--- config.mk ---
export PLATFORM = sky130hd
export DESIGN_NAME = iagc_ctrl
export DESIGN_NICKNAME = d
export VERILOG_FILES = /design/src/common/iagc_pkg.sv /design/src/hw/iagc_ctrl.sv
export SDC_FILE = /design/constraint.sdc
export NUM_CORES = 1
export LEC_CHECK = 0
export BUFFER_PORTS_ARGS = -buffer_cell sky130_fd_sc_hd__buf_2
export CORE_ASPECT_RATIO = 0.5
export CORE_MARGIN = 5
export CORE_UTILIZATION = 49
export DETAILED_ROUTE_END_ITERATION = 10
export PLACE_DENSITY_LB_ADDON = 0.1
export SLEW_MARGIN = 20
export SYNTH_ARGS = -nofsm -noshare
export SYNTH_HDL_FRONTEND = slang
export SYNTH_SLANG_ARGS = --single-unit
--- constraint.sdc ---
create_clock -name i_clock -period 3.69 [get_ports i_clock]
set_clock_uncertainty 0.05 [all_clocks]
set_input_delay 0.9225 -clock i_clock [delete_from_list [all_inputs] [get_ports i_clock]]
set_output_delay 0.9225 -clock i_clock [all_outputs]
set_load 0.005 [all_outputs]
--- src/common/iagc_pkg.sv ---
package iagc_pkg;

  localparam int SAMPLE_W      = 16;
  localparam int MEM_DEPTH     = 256;
  localparam int MEM_AW        = 8;
  localparam int LED_PWM_TICKS = 50;
  localparam int WD_TIMEOUT    = 2000;

  localparam logic [1:0] REG_CMD    = 2'd0;
  localparam logic [1:0] REG_DATA   = 2'd1;
  localparam logic [1:0] REG_STATUS = 2'd2;

  typedef enum logic [3:0] {
    RESET     = 4'd0,
    INIT      = 4'd1,
    IDLE      = 4'd2,
    SAMPLE    = 4'd3,
    CMD_PARSE = 4'd4,
    CMD_READ  = 4'd5,
    CMD_ERROR = 4'd6,
    DUMP_REF  = 4'd7,
    DUMP_ERR  = 4'd8,
    CLEAN_MEM = 4'd9,
    SET_MEM   = 4'd10,
    SET_DEC   = 4'd11,
    HALT      = 4'd12
  } iagc_status_e;

  typedef enum logic [3:0] {
    OP_CLEAN    = 4'd1,
    OP_SET_MEM  = 4'd2,
    OP_SET_DEC  = 4'd3,
    OP_SAMPLE   = 4'd4,
    OP_DUMP_REF = 4'd5,
    OP_DUMP_ERR = 4'd6,
    OP_HALT     = 4'd7
  } iagc_op_e;

  typedef struct packed {
    logic [3:0]          opcode;
    logic [3:0]          pad;
    logic [MEM_AW-1:0]   address;
    logic [SAMPLE_W-1:0] data;
  } mem_cmd_t;

  typedef struct packed {
    logic [3:0]          opcode;
    logic [11:0]         pad;
    logic [SAMPLE_W-1:0] value;
  } cfg_cmd_t;

  // same word, address/data view for SET_MEM, value view otherwise.
  typedef union packed {
    mem_cmd_t mem;
    cfg_cmd_t cfg;
  } iagc_cmd_u;

  typedef struct packed {
    logic        cyc;
    logic        stb;
    logic        we;
    logic [1:0]  adr;
    logic [31:0] dat;
  } wb_req_t;

  typedef struct packed {
    logic        ack;
    logic [31:0] dat;
  } wb_rsp_t;

  typedef struct packed {
    logic r;
    logic g;
    logic b;
  } rgb_t;

  typedef struct packed {
    logic                clear_start;
    logic                set_mem;
    logic                set_dec;
    logic                capture_start;
    logic                dump_start;
    logic                dump_sel;      // 0 selects reference, 1 error.
    logic                dump_next;
    logic [MEM_AW-1:0]   addr;
    logic [SAMPLE_W-1:0] data;
    logic [SAMPLE_W-1:0] value;
  } buf_ctrl_t;

endpackage

--- src/hw/iagc_ctrl.sv ---
`timescale 1ns/1ns

module iagc_ctrl (
  input  logic                   i_clock,
  input  logic                   i_arst_n,
  input  logic                   i_cmd_valid,
  input  iagc_pkg::iagc_cmd_u    i_cmd,
  input  logic                   i_data_rd,
  input  logic                   i_status_rd,
  input  logic                   i_busy_done,
  output iagc_pkg::buf_ctrl_t    o_buf_op,
  output iagc_pkg::iagc_status_e o_status,
  output logic                   o_reject
);
  import iagc_pkg::*;

  iagc_status_e    state;
  iagc_cmd_u       cmd_q;
  iagc_op_e        op;
  buf_ctrl_t       buf_op;
  logic [MEM_AW:0] req_count;
  logic [MEM_AW:0] cap_count;
  logic [MEM_AW:0] dump_cnt;
  logic            reject;

  assign op = iagc_op_e'(cmd_q.mem.opcode);

  // zero or oversized counts capture the whole buffer.
  always_comb begin
    if ((cmd_q.cfg.value == '0) || (cmd_q.cfg.value > MEM_DEPTH)) begin
      req_count = (MEM_AW + 1)'(MEM_DEPTH);
    end else begin
      req_count = cmd_q.cfg.value[MEM_AW:0];
    end
  end

  always_ff @(posedge i_clock) begin
    if (i_cmd_valid && (state == IDLE)) begin
      cmd_q <= i_cmd;
    end
  end

  always_ff @(posedge i_clock or negedge i_arst_n) begin
    if (!i_arst_n) begin
      state     <= RESET;
      buf_op    <= '0;
      cap_count <= (MEM_AW + 1)'(MEM_DEPTH);
      dump_cnt  <= '0;
    end else begin
      buf_op.clear_start   <= 1'b0;
      buf_op.set_mem       <= 1'b0;
      buf_op.set_dec       <= 1'b0;
      buf_op.capture_start <= 1'b0;
      buf_op.dump_start    <= 1'b0;
      buf_op.dump_next     <= 1'b0;
      case (state)
        RESET: begin
          state              <= INIT;
          buf_op.clear_start <= 1'b1; // power-up clear of both memories.
        end
        INIT, CLEAN_MEM, SAMPLE: begin
          if (i_busy_done) begin
            state <= IDLE;
          end
        end
        IDLE: begin
          if (i_cmd_valid) begin
            state <= CMD_PARSE;
          end
        end
        CMD_PARSE: begin
          case (op)
            OP_CLEAN: begin
              state              <= CLEAN_MEM;
              buf_op.clear_start <= 1'b1;
            end
            OP_SET_MEM: begin
              state          <= SET_MEM;
              buf_op.set_mem <= 1'b1;
              buf_op.addr    <= cmd_q.mem.address;
              buf_op.data    <= cmd_q.mem.data;
            end
            OP_SET_DEC: begin
              state          <= SET_DEC;
              buf_op.set_dec <= 1'b1;
              buf_op.value   <= cmd_q.cfg.value;
            end
            OP_SAMPLE: begin
              state                <= SAMPLE;
              buf_op.capture_start <= 1'b1;
              buf_op.value         <= SAMPLE_W'(req_count);
              cap_count            <= req_count;
            end
            OP_DUMP_REF, OP_DUMP_ERR: begin
              state             <= (op == OP_DUMP_REF) ? DUMP_REF : DUMP_ERR;
              buf_op.dump_start <= 1'b1;
              buf_op.dump_sel   <= (op == OP_DUMP_ERR);
              dump_cnt          <= '0;
            end
            OP_HALT: begin
              state <= HALT;
            end
            default: begin
              state <= CMD_ERROR;
            end
          endcase
        end
        SET_MEM, SET_DEC, CMD_ERROR: begin
          state <= IDLE;
        end
        DUMP_REF, DUMP_ERR: begin
          if (i_data_rd) begin
            buf_op.dump_next <= 1'b1;
            if (dump_cnt == cap_count - 1'b1) begin
              state <= IDLE; // last word of the capture handed out.
            end else begin
              dump_cnt <= dump_cnt + 1'b1;
            end
          end
        end
        default: begin
          state <= state; // halt holds until reset.
        end
      endcase
    end
  end

  always_ff @(posedge i_clock or negedge i_arst_n) begin
    if (!i_arst_n) begin
      reject <= 1'b0;
    end else if ((i_cmd_valid && (state != IDLE)) || (state == CMD_ERROR)) begin
      reject <= 1'b1;
    end else if (i_status_rd) begin
      reject <= 1'b0;
    end
  end

  assign o_buf_op = buf_op;
  assign o_status = state;
  assign o_reject = reject;

endmodule

# Word-level counts from Yosys, hierarchy flattened
# Index checks and enable logic that the tools add are counted.
classes:
  addsub: 2
  mul: 0
  div: 0
  n_lt_le_gt_ge: 1
  n_eq_ne: 25
  shifts: 0
  muxes: 24
  bitwise_logic: 0
  n_reduce_logical: 20
op_table:
  columns: ["operator", "n"]
  rows:
  - ["4-bit one-hot mux with 6 select lines", 2]
  - ["9-bit two-way mux", 4]
  - ["16-bit one-hot mux with 2 select lines", 1]
  - ["4-bit by 3-bit == test with 1-bit output, second input constant", 7]
  - ["4-bit two-way mux", 5]
  - ["9-bit one-hot mux with 2 select lines", 1]
  - ["4-bit by 2-bit == test with 1-bit output, second input constant", 4]
  - ["4-bit == test, second input constant", 4]
  - ["16-bit by 9-bit > comparator with 1-bit output, second input constant", 1]
  - ["16-bit logical NOT", 1]
  - ["2-bit inequality test, second input constant", 5]
  - ["9-bit by 1-bit adder with 9-bit output, second input constant", 1]
  - ["9-bit == test", 1]
  - ["9-bit by 1-bit subtractor with 9-bit output, second input constant", 1]
  - ["4-bit by 1-bit == test with 1-bit output, second input constant", 2]
  - ["1-bit two-way mux", 8]
  - ["2-bit AND reduction", 4]
  - ["2-bit nonzero test", 3]
  - ["6-bit nonzero test", 1]
  - ["3-bit OR reduction", 2]
  - ["5-bit two-way mux", 1]
  - ["5-bit AND reduction", 1]
  - ["4-bit logical NOT", 1]
  - ["4-bit by 2-bit inequality test with 1-bit output, second input constant", 1]
  - ["7 further kinds", 10]
word_totals:
  reg_bits: 102
  latchBits: 0
  mem_bits_rw: 0
  rom_bits: 0
  out_inout_bits: 52
  word_cells: 87
  mem_count: 0

# Depth between registers and ports, before layout
# Gate-level depths: netlist of run 1.
depth:
  word_depth: 5
  ltp_mapped: 10
  depth_no_buf: 8

# Worst setup path after synthesis of run 1
# No wires, ideal clock.
synth_path:
  kind: "input port to flip-flop"
  startpoint: "input port i_cmd_valid"
  endpoint: "register cmd_q[0] in the netlist's numbering, enable pin"
  setup_ns: 0.457
  t_arrival_ns: 3.062
  required_time_ns: 3.183
  path_slack_ns: 0.121
  cell_stages: 1
  n_path_buf: 0
  path_cell_list: "nor3b_1"
synth_via:
  elab_chain_cells: 1
synth_lines:
  columns: ["element", "line", "rtl"]
  rows:
  - ["from (decl)", "iagc_ctrl.sv:6", "input logic i_cmd_valid,"]
  - ["1-bit logical AND", "iagc_ctrl.sv:38", "if (i_cmd_valid && (state == IDLE)) begin"]
  - ["to (signal assigned)", "iagc_ctrl.sv:39", "cmd_q <= i_cmd;"]
  - ["to (decl)", "iagc_ctrl.sv:18", "iagc_cmd_u cmd_q;"]
# Every way passes these cells.
# A chain may end at the register's enable or synchronous reset.

# Worst setup path after layout of run 1
layout_path:
  startpoint: "register cap_count[0]"
  endpoint: "register state[0], in the netlist o_status[0]"
layout_via:
  elab_chain_cells: 4
layout_lines:
  columns: ["element", "line", "rtl"]
  rows:
  - ["from (decl)", "iagc_ctrl.sv:22", "logic [MEM_AW:0] cap_count;"]
  - ["from (signal assigned)", "iagc_ctrl.sv:47", "cap_count <= (MEM_AW + 1)'(MEM_DEPTH);"]
  - ["from (signal assigned)", "iagc_ctrl.sv:92", "cap_count <= req_count;"]
  - ["9-bit by 1-bit subtractor with 9-bit output", "iagc_ctrl.sv:114", "if (dump_cnt == cap_count - 1'b1) begin"]
  - ["9-bit == test", "iagc_ctrl.sv:114", null]
  - ["2-bit inequality test (no source line)", null, null]
  - ["5-bit AND reduction (no source line)", null, null]
  - ["to (signal assigned)", "iagc_ctrl.sv:95", "state <= (op == OP_DUMP_REF) ? DUMP_REF : DUMP_ERR;"]
  - ["to (signal assigned)", "iagc_ctrl.sv:122", "state <= state;"]
  - ["to (decl)", "iagc_ctrl.sv:17", "iagc_status_e state;"]
# Every way passes these cells.

==> summary.txt, run 1 <==
Global route
  – Initial antenna violation count: 1
  – Largest net degree at the start of global routing: 33
  – Vias in the first global route: between 3000 and 4000
  – Tot GR Track Use: 18.8%
  – Total global routing overflow: 0
  – First-pass GRT wire length: roughly 16000 um

STA
  – Final Hold Vio Count: 0
  – Least-Margin Pin Slew: 765 ps
  – RSZ-0062 raised after global routing: no
  – Max-slew violation count: 0
  – Fin crit period: ~2700 ps
  – Relative slew slack: 48.9%
  – Final setup violating endpoints: 0
  – Post-route setup TNS: 0 ps
  – Fraction of the cycle the final worst path needs: approximately 74%
  – Fmax: 0.364 GHz

Routing
  – Drt total wl: 9500 um
  – DRT iter0 DRCs: roughly 190
  – Drt drc: 0
  – Post-route antenna net violation count: 0
  – Routed len/inst: 15.7 um
  – Vias: roughly 3200
  – Via density: 5.25
  – Drt first pass iters: 4

CTS
  – Hold-fix buffers, CTS: 0
  – Clock-pin slew on the worst setup and hold paths: 70 ps
  – Htree depth: 3
  – CTS tree: done
  – CTS resizes: 0
  – Total CTS buffers: 9
  – Clock Path Buffers: 2
  – Clock insertion delay at the later pin of the skew report: ~350 ps
  – Clock sink total: a little under 100
  – CTS Root Cell: clkbuf_16
  – Post-CTS setup buffers: 0

Setup path
  – Crit path required time: around 3900 ps
  – Startpoint types: flip-flop
  – Crit path DAT: roughly 2900 ps
  – CP Max Fanout: 15
  – Kind of critical path: reg2reg
  – CP Capture Type: flip-flop

Finish
  – Final antenna diode count: 0
  – Most frequent cells in the layout: 105 x nand2_1, 85 x buf_2, 69 x dfrtp_1, 28 x edfxtp_1, 18 x o21ai_0
  – Synth-to-Final Area Change: 18.8%
  – Most common cell after layout, fill and taps aside: nand2_1
  – Share of layout cells above drive strength 1: about a quarter
  – Fillers: 744
  – Fin nets: between 500 and 600
  – Fin cells: around 610

Power
  – Leak: 0.00246 uW
  – Pwr per Cell Area: 406 nW/um^2
  – Max VDD drop: roughly 0.27 mV

Synthesis
  – Synth unique cells: 58
  – Yosys reg bits: approximately 100
  – Mean Syn Cell Area: around 11 sq um
  – Cell Area, Synth: between 4000 and 5000 sq um
  – Async SR Flop Fraction: between 70% and 80%
  – Warnings, synthesis: 0
  – Mapped Cells: ~400
  – Syn_nets: approximately 440
  – Post-synth EDFFs: 28
  – Register area share after synthesis: 59.9%
  – Most used DFF post-synth: dfrtp_1

Place
  – DPL Wire Length: 6640 um
  – Gpl congestion: 0.782
  – IO buf count: 85
  – Placed instance count: 590

Die
  – DIE WIDTH: roughly 140 um
  – Ports: 90
  – Core Area: approximately 8600 sq um
  – Die Y: around 76 um
  – Die ar.: 10900 sq um
  – Initial Util: 50.1%
  – Row count: 24

Run
  – Max_cap viols: 0

Min path
  – Hold crit path type: reg2reg

Status
  – Status: complete, no violations
## registers in the layout, indices dropped and copies added, names as in the netlist
name       count
o_buf_op      47
dump_cnt       9
o_status       4
cap_count      9
o_reject       1
cmd_q         28
## logic make-up (layout without fill, tap and decap cells)
| family | count (synthesis) | after routing | synth area share (%) |
|---|---|---|---|
| muxes | 6 | 6 | 1.39 |
| DFF | 98 | 98 | 59.9 |
| adders and majority gates | 2 | 2 | 0.578 |
| AOI/OAI and AO/OA | 83 | 83 | 14.0 |
| xor gates and xnor gates | 11 | 11 | 2.40 |
| buffers and inverters | 32 | 118 | 3.12 |
| and+or+nand+nor | 171 | 171 | 18.6 |
## synthesized netlist by cell type (7+ instances only)
master	count	area share, %
a21oi_1	13	1.5
a22o_1	15	3.0
clkbuf_1	11	0.95
dfrtp_1	69	40
edfxtp_1	28	19
inv_1	13	1.1
nand2_1	105	9.1
nand3_1	11	1.3
nor2_1	8	0.69
nor3_1	7	0.81
o21ai_0	18	2.1
xnor2_1	9	1.8
## critical path: stages (launching register included)
cell and delay (ps):
dfrtp_1 410, inv_1 80, ha_1 290, nor2b_1 160, or3_1 340, a31oi_1 200
and4_1 570, a41oi_1 260, a221oi_1 280
## per-layer routing
metal / routed length [um] / GRT usage (%) / vias to the layer above
li1: - / - / 1591
met1: 4560 / 27.0 / 1496
met2: 4230 / 26.8 / 84
met3: 663 / 7.52 / 8
met4: 36 / 3.98 / 2
met5: 13 / 0 / -
## metrics by stage
| step | setup slack, ps | util (%) | hold WS (ps) | instance area, sq um | total power, uW |
|---|---|---|---|---|---|
| final | 945 | 59.5 | 392 | 5140 | 2090 |
| after floorplan | 121 | - | 365 | 4330 | 1140 |
| after global routing | 741 | 59.5 | 407 | 5140 | 2180 |
| after detailed placement | 927 | 56.1 | 381 | 4850 | 1180 |
| after CTS | 914 | 59.5 | 396 | 5140 | 2120 |
| after global placement | 973 | 56.1 | 367 | 4850 | 1180 |
## path summary, 6_finish.rpt
path                                          startpoint                        to  slack (ps)  depth (start not counted)
min in group asynchronous                       i_arst_n   o_status[1]$_DFFE_PN0P_         570                          1
worst max register to register  cap_count[0]$_DFFE_PN0P_   o_status[0]$_DFFE_PN0P_         940                          8
max in group asynchronous                       i_arst_n  cap_count[8]$_DFFE_PN1P_        2150                          2
worst min-delay path                 cmd_q[17]$_DFFE_PP_  o_buf_op[33]$_DFFE_PN0P_         390                          2
worst max-delay path            cap_count[0]$_DFFE_PN0P_   o_status[0]$_DFFE_PN0P_         940                          8
worst min register to register       cmd_q[17]$_DFFE_PP_  o_buf_op[33]$_DFFE_PN0P_         390                          2
## area by class of cell
cell class	count	area (sq um)	share of cell area, %
clock buffers	10	229	4.45
clock inverters	6	66.3	1.29
inverters	13	48.8	0.948
multi-input cells	273	1610	31.2
flip-flops and latches	98	2590	50.4
well taps	117	146	2.85
repair buffers	89	455	8.85
## power by group
group	switching, uW	internal [uW]
Sequential	1.16	1120
Clock	406	528
Combinational	21.8	15.8
Power figures use the tool's default switching activity.
==> run 2: changes to the inputs <==
clock period = 2.4 ns   (was 3.69 ns; I/O delays follow)
==> run 2 against run 1 <==
Effect of this change: first-iteration DRC count shrank 29%; cell count grew 5.3%; global-route usage shrank 0.26 points; final area grew 7.0%; critical path depth is the same; combinational power grew 70%; clock-buffer cell count shrank 1; setup slack lost 860 ps; clock power grew 51%; largest power group unchanged.
==> summary.txt, run 2 (synthesis results as in run 1) <==
Setup path
  – Startpoint types: flip-flop
  – CP Max Fanout: 7 (-8)
  – Worst r2r dst: dump_cnt[6]$_DFFE_PN0P_
  – Register-to-Register Path Depth: 8 (unchanged)
  – Crit path required time: 2610 ps (-1280 ps)
  – Kind of critical path: reg2reg
  – Crit path DAT: 2520 ps (-420 ps)
  – CP Capture Type: flip-flop
  – Reg2Reg Setup Slack: 90 ps (-860 ps)
  – R2R Path Start: cap_count[5]$_DFFE_PN0P_

Finish
  – Design area: 5510 sq um (+7.0%)
  – Final antenna diode count: 0 (unchanged)
  – Max reg flops: 47 (unchanged)
  – Synth-to-Final Area Change: 27.2%
  – Fin cells: 638 (+5.3%)
  – Share of layout cells above drive strength 1: 30.3% (+6.2 points)
  – Fillers: 771 (+3.6%)
  – Fin nets: 557 (+6.3%)
  – Most frequent cells in the layout: 105 x nand2_1, 85 x buf_2, 67 x dfrtp_1, 34 x buf_4, 28 x edfxtp_1
  – Most common cell after layout, fill and taps aside: nand2_1

Routing
  – Post-route antenna net violation count: 0 (unchanged)
  – Drt drc: 0 (unchanged)
  – WL met1: 4770 um (+4.4%)
  – Routed len/inst: 15.3 um (-2.6%)
  – DRT iter0 DRCs: 132 (-29%)
  – Wire length on met3: 480 um (-28%)
  – WL met2: 4390 um (+3.8%)
  – Drt first pass iters: 4 (unchanged)
  – Drt total wl: 9750 um (+2.6%)
  – Top Layer Used: met4
  – Via density: 5.18 (-1.3%)
  – Vias: 3304 (+3.9%)

Global route
  – Initial antenna violation count: 0 (-1)
  – Vias in the first global route: 3233 (+1.8%)
  – Total global routing overflow: 0 (unchanged)
  – Largest net degree at the start of global routing: 32 (-3.0%)
  – First-pass GRT wire length: 16200 um (+0.25%)
  – Tot GR Track Use: 18.5% (-0.26 points)

Place
  – Placed instance count: 616 (+4.4%)
  – DP Worst Slack: -1.88 ps (-929 ps)
  – Gpl congestion: 0.840 (+7.4%)
  – Area post-placement: 5090 sq um (+4.9%)
  – IO buf count: 85 (unchanged)
  – DPL Wire Length: 6860 um (+3.4%)

STA
  – Final Hold Vio Count: 0 (unchanged)
  – Final setup violating endpoints: 0 (unchanged)
  – Least-Margin Pin Slew: 569 ps (-196 ps)
  – Max-slew violation count: 0 (unchanged)
  – Fmax: 0.432 GHz (+19%)
  – Fin crit period: 2310 ps (-433 ps)
  – Fraction of the cycle the final worst path needs: 96.3% (+22 points)
  – Relative slew slack: 62.0% (+13 points)
  – Final worst slack: 87.8 ps (-857 ps)
  – Post-route setup TNS: 0 ps (unchanged)

CTS
  – Clock-pin slew on the worst setup and hold paths: 70 ps (about the same)
  – Clock Path Buffers: 2 (unchanged)
  – CTS tree: done
  – Hold-fix buffers, CTS: 0 (unchanged)
  – CTS Root Cell: clkbuf_16
  – Clock sink total: 98 (unchanged)
  – Clock insertion delay at the later pin of the skew report: 340 ps (about the same)
  – Htree depth: 3 (unchanged)
  – Total CTS buffers: 9 (unchanged)

Power
  – Leak: 0.00265 uW (+7.5%)
  – Switching Share: 20.1% (-0.43 points)
  – Part of the power in combinational logic: 2.0% (+0.2 points)
  – Switching pwr: 642 uW (+50%)
  – Pwr per Cell Area: 580 nW/um^2 (+43%)
  – Total internal power: 2550 uW (+54%)
  – Clock network fraction of design power: 44.1% (-0.6 points)
  – Sequential share of power: 53.9% (+0.4 points)
  – Max VDD drop: 0.373 mV (+36%)

Die
  – Row count: 24 (unchanged)
  – DIE WIDTH: 143 um (unchanged)
  – Die Y: 76.5 um (unchanged)
  – Die ar.: 10900 sq um (unchanged)
  – Core Area: 8650 sq um (unchanged)
  – Initial Util: 50.1% (unchanged)
  – Ports: 90 (unchanged)

Run
  – Max_cap viols: 0 (unchanged)

Status
  – Status: complete, no violations

Min path
  – Hold crit path type: in2async
-- run 2: layer usage --
| metal | vias to the layer above | track usage (%) |
|---|---|---|
| met4 | 0 | 5.41 |
| met3 | 11 | 5.39 |
| li1 | 1651 | - |
| met5 | - | 0 |
| met2 | 62 | 27.2 |
| met1 | 1580 | 26.7 |
-- run 2: what timing repair did --
item,CTS,global route
gates resized for setup,1,13
endpoints found under the setup margin,2,13
cloned,0,0
pin swaps,0,4
setup buffers,0,7
-- run 2: power groups by stage --
stage	Combinational [uW]	Sequential [uW]	Clock (uW)
floorplan	5.04	1750	0
global placement	65.8	1750	0
detailed placement	66.8	1750	0
CTS	66.9	1720	1460
global route	75.9	1720	1550
finish	63.9	1720	1410
-- run 2: worst max-delay path, cell delays in order (launching register included) --
cell	delay (ps)
dfrtp_2	430
nor4_2	240
buf_4	160
a311oi_1	90
a211oi_2	340
o21ai_4	160
buf_4	180
a2111oi_4	370
mux2i_1	220
-- run 2: stage by stage --
stage | power, uW | hold WS, ps | util, %
2_1_floorplan | 1760 | 254 | -
3_3_place_gp | 1820 | 367 | 58.8
3_5_place_dp | 1820 | 372 | 58.8
4_1_cts | 3240 | 209 | 62.2
5_1_grt | 3340 | 236 | 63.7
6_report | 3200 | 202 | 63.7
-- run 2: final cells by class --
type                       instances  area [sq um]  area share [%]
sequential                        98          2600            47.1
multi-input combinational        273          1680            30.6
timing repair buffer             122           741            13.5
clock buffer                       9           225            4.09
tap                              117           146            2.66
clock inverter                     6          65.1            1.18
inverter                          13          48.8           0.886
-- run 2: worst max-delay path by stage --
stage                                   from                      end  slack (ps)  cells after the start
floorplan           cap_count[0]$_DFFE_PN0P_  o_status[2]$_DFFE_PN0P_           5                     10
global placement    cap_count[0]$_DFFE_PN0P_  dump_cnt[3]$_DFFE_PN0P_          50                      9
detailed placement  cap_count[0]$_DFFE_PN0P_  dump_cnt[6]$_DFFE_PN0P_          -2                     10
CTS                 cap_count[0]$_DFFE_PN0P_  dump_cnt[6]$_DFFE_PN0P_           4                     10
global route        cap_count[5]$_DFFE_PN0P_  dump_cnt[6]$_DFFE_PN0P_         -20                      8
finish              cap_count[5]$_DFFE_PN0P_  dump_cnt[6]$_DFFE_PN0P_          90                      8
